$ cat config.mk
export PLATFORM = sky130hd
export DESIGN_NAME = dma_cmd_regs_flat
export DESIGN_NICKNAME = d
export VERILOG_FILES = /design/src/rtl/dma_pkg.sv /design/src/rtl/dma_cmd_if.sv /design/src/rtl/dma_cmd_regs.sv /design/src/flat_wrapper.sv
export SDC_FILE = /design/constraint.sdc
export NUM_CORES = 1
export LEC_CHECK = 0
export BUFFER_PORTS_ARGS = -buffer_cell sky130_fd_sc_hd__buf_2
export CAP_MARGIN = 20
export CORE_MARGIN = 2
export CORE_UTILIZATION = 23
export CTS_CLUSTER_DIAMETER = 40
export DETAILED_ROUTE_END_ITERATION = 8
export GPL_ROUTABILITY_DRIVEN = 0
export PLACE_DENSITY = 0.47
export SLEW_MARGIN = 40
export SYNTH_ARGS = -nofsm -noshare
export SYNTH_HDL_FRONTEND = slang
export SYNTH_SLANG_ARGS = --single-unit
$ cat constraint.sdc
create_clock -name clk -period 15.4 [get_ports clk]
set_clock_uncertainty 0.05 [all_clocks]
set_input_delay 1.54 -clock clk [delete_from_list [all_inputs] [get_ports clk]]
set_output_delay 1.54 -clock clk [all_outputs]
set_load 0.03 [all_outputs]
$ cat src/rtl/dma_pkg.sv
package dma_pkg;

    // Cache-line address as seen by the memory side
    typedef logic [31:0] line_addr_t;

    // One read command as queued by the register stage
    // Multiline and length keep the bit layout of the LEN register
    typedef struct packed
    {
        line_addr_t       base;
        logic [3:0][31:0] offset;
        logic             multiline;
        logic [30:0]      length;
    } dma_cmd_t;

    // Shared by the request and forward state machines
    typedef enum logic [1:0]
    {
        IDLE,
        PREPROCESS,
        READ,
        DONE
    } engine_state_e;

    // Host register map, byte offsets
    typedef enum logic [7:0]
    {
        BASE   = 8'h00,
        OFF0   = 8'h04,
        OFF1   = 8'h08,
        OFF2   = 8'h0C,
        OFF3   = 8'h10,
        LEN    = 8'h14,
        CTRL   = 8'h18,
        STATUS = 8'h1C
    } reg_addr_e;

endpackage

$ cat src/rtl/dma_cmd_if.sv
`timescale 1ns/1ps

interface dma_cmd_if
    import dma_pkg::*;
();
    // Queue head toward the requester
    logic        valid;
    logic        ready;
    dma_cmd_t    cmd;

    // Requester to forwarder, one pulse per accepted command
    logic        start;
    logic [30:0] length;

    // Forwarder back to the register stage
    logic        done;

    modport producer
    (
        output valid, cmd,
        input  ready, done
    );

    modport consumer
    (
        input  valid, cmd,
        output ready, start, length, done
    );

endinterface

$ cat src/rtl/dma_cmd_regs.sv
`timescale 1ns/1ps

module dma_cmd_regs
    import dma_pkg::*;
#(
    parameter int LOG2_CMD_DEPTH = 2
)
(
    input  logic        clk,
    input  logic        reset,

    input  logic        s_axi_awvalid,
    output logic        s_axi_awready,
    input  logic [7:0]  s_axi_awaddr,
    input  logic        s_axi_wvalid,
    output logic        s_axi_wready,
    input  logic [31:0] s_axi_wdata,
    output logic        s_axi_bvalid,
    input  logic        s_axi_bready,
    output logic [1:0]  s_axi_bresp,
    input  logic        s_axi_arvalid,
    output logic        s_axi_arready,
    input  logic [7:0]  s_axi_araddr,
    output logic        s_axi_rvalid,
    input  logic        s_axi_rready,
    output logic [31:0] s_axi_rdata,
    output logic [1:0]  s_axi_rresp,

    input  logic        idle,
    input  logic        active,

    dma_cmd_if.producer cmd
);
    localparam int CMD_DEPTH = 2 ** LOG2_CMD_DEPTH;

    dma_cmd_t                staging;
    logic                    push_pending;
    logic                    write_fire;
    logic                    read_fire;
    logic [15:0]             done_count;

    dma_cmd_t                queue [CMD_DEPTH];
    logic [LOG2_CMD_DEPTH:0] wr_ptr;
    logic [LOG2_CMD_DEPTH:0] rd_ptr;
    logic [LOG2_CMD_DEPTH:0] queue_count;

    // ********************************************************
    // AXI4-Lite handshake
    // ********************************************************

    // AW and W taken together, one write response outstanding
    assign write_fire    = s_axi_awvalid && s_axi_wvalid && !s_axi_bvalid;
    assign s_axi_awready = write_fire;
    assign s_axi_wready  = write_fire;
    assign s_axi_bresp   = 2'b00;

    assign read_fire     = s_axi_arvalid && !s_axi_rvalid;
    assign s_axi_arready = read_fire;
    assign s_axi_rresp   = 2'b00;

    always_ff @(posedge clk)
    begin
        if (write_fire)
        begin
            case (s_axi_awaddr)
                BASE: staging.base      <= s_axi_wdata;
                OFF0: staging.offset[0] <= s_axi_wdata;
                OFF1: staging.offset[1] <= s_axi_wdata;
                OFF2: staging.offset[2] <= s_axi_wdata;
                OFF3: staging.offset[3] <= s_axi_wdata;
                LEN:
                begin
                    staging.multiline <= s_axi_wdata[31];
                    staging.length    <= s_axi_wdata[30:0];
                end
                default: ;
            endcase
        end

        if (read_fire)
        begin
            case (s_axi_araddr)
                BASE:    s_axi_rdata <= staging.base;
                OFF0:    s_axi_rdata <= staging.offset[0];
                OFF1:    s_axi_rdata <= staging.offset[1];
                OFF2:    s_axi_rdata <= staging.offset[2];
                OFF3:    s_axi_rdata <= staging.offset[3];
                LEN:     s_axi_rdata <= {staging.multiline, staging.length};
                STATUS:  s_axi_rdata <= {done_count, 14'd0, active, idle};
                default: s_axi_rdata <= 32'd0;
            endcase
        end
    end

    // ********************************************************
    // Command queue
    // ********************************************************
    assign queue_count = wr_ptr - rd_ptr;
    assign cmd.valid   = (queue_count != 0);
    assign cmd.cmd     = queue[rd_ptr[LOG2_CMD_DEPTH-1:0]];

    // Push one cycle after the CTRL write, full queue drops it
    always_ff @(posedge clk)
    begin
        if (push_pending && queue_count != CMD_DEPTH)
            queue[wr_ptr[LOG2_CMD_DEPTH-1:0]] <= staging;
    end

    always_ff @(posedge clk)
    begin
        if (reset)
        begin
            s_axi_bvalid <= 1'b0;
            s_axi_rvalid <= 1'b0;
            push_pending <= 1'b0;
            wr_ptr       <= '0;
            rd_ptr       <= '0;
            done_count   <= 16'd0;
        end
        else
        begin
            if (write_fire)
                s_axi_bvalid <= 1'b1;
            else if (s_axi_bready)
                s_axi_bvalid <= 1'b0;

            if (read_fire)
                s_axi_rvalid <= 1'b1;
            else if (s_axi_rready)
                s_axi_rvalid <= 1'b0;

            push_pending <= write_fire && (s_axi_awaddr == CTRL) && s_axi_wdata[0];
            if (push_pending && queue_count != CMD_DEPTH)
                wr_ptr <= wr_ptr + 1'b1;
            if (cmd.valid && cmd.ready)
                rd_ptr <= rd_ptr + 1'b1;

            // Completed commands for STATUS
            if (cmd.done)
                done_count <= done_count + 16'd1;
        end
    end

    // Write response held until the host takes it
    assert property (@(posedge clk) disable iff (reset)
        s_axi_bvalid && !s_axi_bready |=> s_axi_bvalid);

endmodule

$ cat src/flat_wrapper.sv
// flat-port wrapper written by rule: the top's interface ports become plain ports
module dma_cmd_regs_flat import dma_pkg::*;
#(
    parameter int LOG2_CMD_DEPTH = 2
)
  (clk, reset, s_axi_awvalid, s_axi_awready, s_axi_awaddr, s_axi_wvalid, s_axi_wready, s_axi_wdata, s_axi_bvalid, s_axi_bready, s_axi_bresp, s_axi_arvalid, s_axi_arready, s_axi_araddr, s_axi_rvalid, s_axi_rready, s_axi_rdata, s_axi_rresp, idle, active, cmd_valid, cmd_cmd, cmd_ready, cmd_done);
  dma_cmd_if cmd_i ();
  input  logic clk;
  input  logic reset;
  input  logic s_axi_awvalid;
  output logic s_axi_awready;
  input  logic [7:0] s_axi_awaddr;
  input  logic s_axi_wvalid;
  output logic s_axi_wready;
  input  logic [31:0] s_axi_wdata;
  output logic s_axi_bvalid;
  input  logic s_axi_bready;
  output logic [1:0] s_axi_bresp;
  input  logic s_axi_arvalid;
  output logic s_axi_arready;
  input  logic [7:0] s_axi_araddr;
  output logic s_axi_rvalid;
  input  logic s_axi_rready;
  output logic [31:0] s_axi_rdata;
  output logic [1:0] s_axi_rresp;
  input  logic idle;
  input  logic active;
  output wire logic [$bits(cmd_i.valid)-1:0] cmd_valid;
  output wire logic [$bits(cmd_i.cmd)-1:0] cmd_cmd;
  input wire logic [$bits(cmd_i.ready)-1:0] cmd_ready;
  input wire logic [$bits(cmd_i.done)-1:0] cmd_done;
  assign cmd_valid = cmd_i.valid;
  assign cmd_cmd = cmd_i.cmd;
  assign cmd_i.ready = cmd_ready;
  assign cmd_i.done = cmd_done;
  dma_cmd_regs #(.LOG2_CMD_DEPTH(LOG2_CMD_DEPTH)) u_core (.clk(clk), .reset(reset), .s_axi_awvalid(s_axi_awvalid), .s_axi_awready(s_axi_awready), .s_axi_awaddr(s_axi_awaddr), .s_axi_wvalid(s_axi_wvalid), .s_axi_wready(s_axi_wready), .s_axi_wdata(s_axi_wdata), .s_axi_bvalid(s_axi_bvalid), .s_axi_bready(s_axi_bready), .s_axi_bresp(s_axi_bresp), .s_axi_arvalid(s_axi_arvalid), .s_axi_arready(s_axi_arready), .s_axi_araddr(s_axi_araddr), .s_axi_rvalid(s_axi_rvalid), .s_axi_rready(s_axi_rready), .s_axi_rdata(s_axi_rdata), .s_axi_rresp(s_axi_rresp), .idle(idle), .active(active), .cmd(cmd_i));
endmodule
==> results by group <==
Run status
  – Status: finished, final reports clean

Floorplanning
  – IO Count: 293
  – Starting Density: 23.07%
  – Die width: 407.4 um
  – Die area: 165900 sq um
  – Core Box Area: 162200 sq um
  – Row cnt: 148
  – Die height: 407.4 um

Detailed routing
  – Final WL: 104900 um
  – Post-route ant nets: 0
  – Drt wl/cell: 24.27 um
  – Drc violations: 0
  – Met3 WL: 7979 um
  – 1st-iter DRT viols: 1388
  – Highest routed layer: met5
  – Via density: 4.191
  – Vias: 18110
  – M1 WL: 43680 um
  – Met2 routed WL: 50990 um
  – First-pass DRT Iterations: 5

STA
  – Period utilisation layout: 33.13%
  – Unrepaired setup endpoints after global routing: false
  – Max transition margin: 40.04%
  – Pins over their slew limit: 0
  – Final min period: 5.103 ns
  – WHS: 0.4452 ns
  – Total negative slack: 0 ns
  – Final setup viols: 0
  – Final hold violations: 0
  – Slack of the critical path: 10.30 ns
  – Worst Max-Slew Pin Slew: 0.8900 ns
  – Peak Freq: 196.0 MHz

Setup path
  – Crit path launch type: flip-flop
  – R2R depth: 8
  – Crit path capture type: primary output
  – Worst Path Max Fanout: 55
  – CP Class: flip-flop to primary output
  – Arrival @ worst endpoint: 3.51 ns
  – Req. time, crit path: 13.81 ns

Power and ir drop
  – Peak supply drop: 0.00009878 V
  – Pwr Density: 153.0 nW/um^2
  – Final Power: 7.241 mW
  – Pleak: 15.09 nW

Clock network
  – TritonCTS clock tree: done
  – Worst-skew pair later-pin latency: 0.76 ns
  – Longest Clk Path Bufs: 3
  – Clock sinks: 1019
  – Post_cts resized: 0
  – Total setup buffers inserted after CTS: 0
  – CTS Root Cell: clkbuf_16
  – Clock-pin transition on the worst setup and hold timing paths: 0.05 ns
  – CTS Buf Count: 158
  – H-tree levels: 4
  – Hold buffer count at CTS: 0

Place
  – # placed instances: 4020
  – DP Wirelength: 65550 um
  – I/O Buffers: 288
  – Post-DP Area: 41750 sq um
  – Pre-CTS WS: 10.41 ns

Global routing
  – Total GRT Usage: 12.47%
  – Pin count of the biggest net entering global routing: 66
  – Antenna violations before repair: 15
  – First-pass GRT wire length: 146600 um
  – Vias in the first global route: 19200
  – GRT overflow: 0

Synth
  – Simple-gate share of the synthesized area: 1.632%
  – Largest family of logic cells by synthesized area: multiplexers
  – Seq cells post-synth: 1019
  – Post-synth top flop: edfxtp_1
  – Register area share after synthesis: 81.05%
  – Post-Syn Area: 37420 sq um
  – Synth Area in XOR/XNOR: 0.3043%
  – Post-synth EDFFs: 992
  – Ys Warns: 0
  – Avg Inst Size Synth: 23.52 sq um
  – Mux share of post-synthesis cell area: 14.13%
  – Post-synth ARST share: 0%
  – Unique masters post-synth: 57
  – Post-synthesis compound-gate area fraction: 1.498%
  – Adder-cell share of the synthesized area: 0.2675%
  – Syn Inst Count: 1591

Finish
  – Final Net Count: 2076
  – Layout cells sized above 1: 38.99%
  – Fin area: 47320 sq um
  – Final core utilization: 29.17%
  – Area grow syn2layout: 26.46%
  – Finished Layout Cells: 4322
  – # fillers: 15920

Min path
  – Worst Hold Depth: 2
  – HP Class: flip-flop to flip-flop

Run
  – Max-cap viol count: 0
## final timing paths
path                               to                start  slack, ns
setup reg to reg  u_core.queue[0][79]     u_core.wr_ptr[0]      11.69
setup / recovery          cmd_cmd[15]            flip-flop      10.30
hold reg to reg   u_core.s_axi_bvalid  u_core.s_axi_bvalid       0.45
hold / removal    u_core.s_axi_bvalid  u_core.s_axi_bvalid       0.45
## cell usage after synthesis (all sizes together) (2+ instances only)
master | count | area share (%)
mux2 | 9 | 0.27
edfxtp | 992 | 80
nor2 | 34 | 0.35
a211oi | 3 | 0.060
nand2 | 32 | 0.32
ha | 8 | 0.27
nor3 | 7 | 0.11
xor2 | 4 | 0.094
a22oi | 27 | 0.54
and3 | 3 | 0.053
dfxtp | 27 | 1.4
nor4b | 3 | 0.070
nor4 | 6 | 0.10
nand3 | 8 | 0.12
o2bb2ai | 2 | 0.047
a21oi | 10 | 0.13
clkbuf | 13 | 0.13
and2 | 3 | 0.050
nor2b | 7 | 0.12
mux4 | 211 | 13
xnor2 | 9 | 0.21
a31oi | 3 | 0.067
mux2i | 42 | 1.1
buf | 61 | 0.86
or3 | 3 | 0.050
nand4 | 3 | 0.067
nand2b | 3 | 0.050
o21ai | 21 | 0.29
o221ai | 2 | 0.047
o22ai | 11 | 0.20
inv | 11 | 0.11
nand3b | 2 | 0.040
## routing by layer
metal | up-vias | GRT usage, %
met5 | - | 0
met4 | 14 | 3.665
met3 | 173 | 3.730
met2 | 681 | 20.30
met1 | 9619 | 16.00
li1 | 7626 | -
## cell families (layout without fill, tap and decap cells)
kind of cell               after synthesis  count (layout)
DFF                                   1019            1019
muxes                                  262             262
and+or+nand+nor                        119             119
buffers and inverters                   85             635
AOI/OAI and AO/OA                       84              84
xor gates and xnor gates                13              13
adders and majority gates                8               8
other                                    1               7
## power by group
group / switching [mW] / internal, mW
Clock: 1.38 / 2.23
Sequential: 0.0109 / 3.02
Combinational: 0.377 / 0.227
Total: 1.77 / 5.47
## cells in the final DEF (no fill, tap or decap), types with 7 or more instances in the layout
master | Yosys | routed
ha_1 | 8 | 8
clkinvlp_4 | 0 | 17
buf_12 | 0 | 11
nand2_1 | 32 | 31
clkbuf_16 | 0 | 161
dfxtp_1 | 27 | 25
xnor2_1 | 9 | 9
mux4_2 | 207 | 207
o22ai_1 | 10 | 10
a22oi_1 | 27 | 27
mux2i_1 | 42 | 42
clkbuf_1 | 12 | 12
clkinv_4 | 0 | 11
edfxtp_1 | 992 | 992
bufinv_16 | 0 | 16
inv_6 | 0 | 25
mux2_2 | 9 | 9
clkinv_1 | 0 | 19
inv_1 | 11 | 11
buf_4 | 8 | 13
nor2_1 | 33 | 27
buf_2 | 33 | 287
buf_6 | 3 | 17
a21oi_1 | 10 | 10
o21ai_0 | 18 | 18
nand3_1 | 7 | 7
inv_8 | 0 | 8
clkinv_2 | 0 | 17
## worst max-delay path, cell delays in order, from the launching register on
cell and delay [ns]:
dfxtp_4 0.73, buf_6 0.57, buf_6 0.58, mux4_2 0.45, buf_2 0.21
## registers in the layout, indices dropped and copies added (netlist names), named ones only
register / cells
u_core.wr_ptr: 3
u_core.s_axi_bvalid: 1
u_core.done_count: 16
u_core.s_axi_rvalid: 1
u_core.s_axi_rdata: 32
u_core.staging: 192
u_core.push_pending: 1
u_core.rd_ptr: 3
u_core.queue: 768
## area by class of cell
cell class	instances	area, sq um	share of cell area (%)
Tap cell	2175	2721	5.751
Sequential cell	1019	30340	64.11
Clock buffer	173	4074	8.609
Clock inverter	122	1390	2.937
Multi-Input combinational cell	490	6779	14.32
Inverter	11	41.29	0.08725
Timing Repair Buffer	329	1973	4.170
Antenna cell	3	7.507	0.01586
No activity file was read; power rests on OpenSTA's default activity.
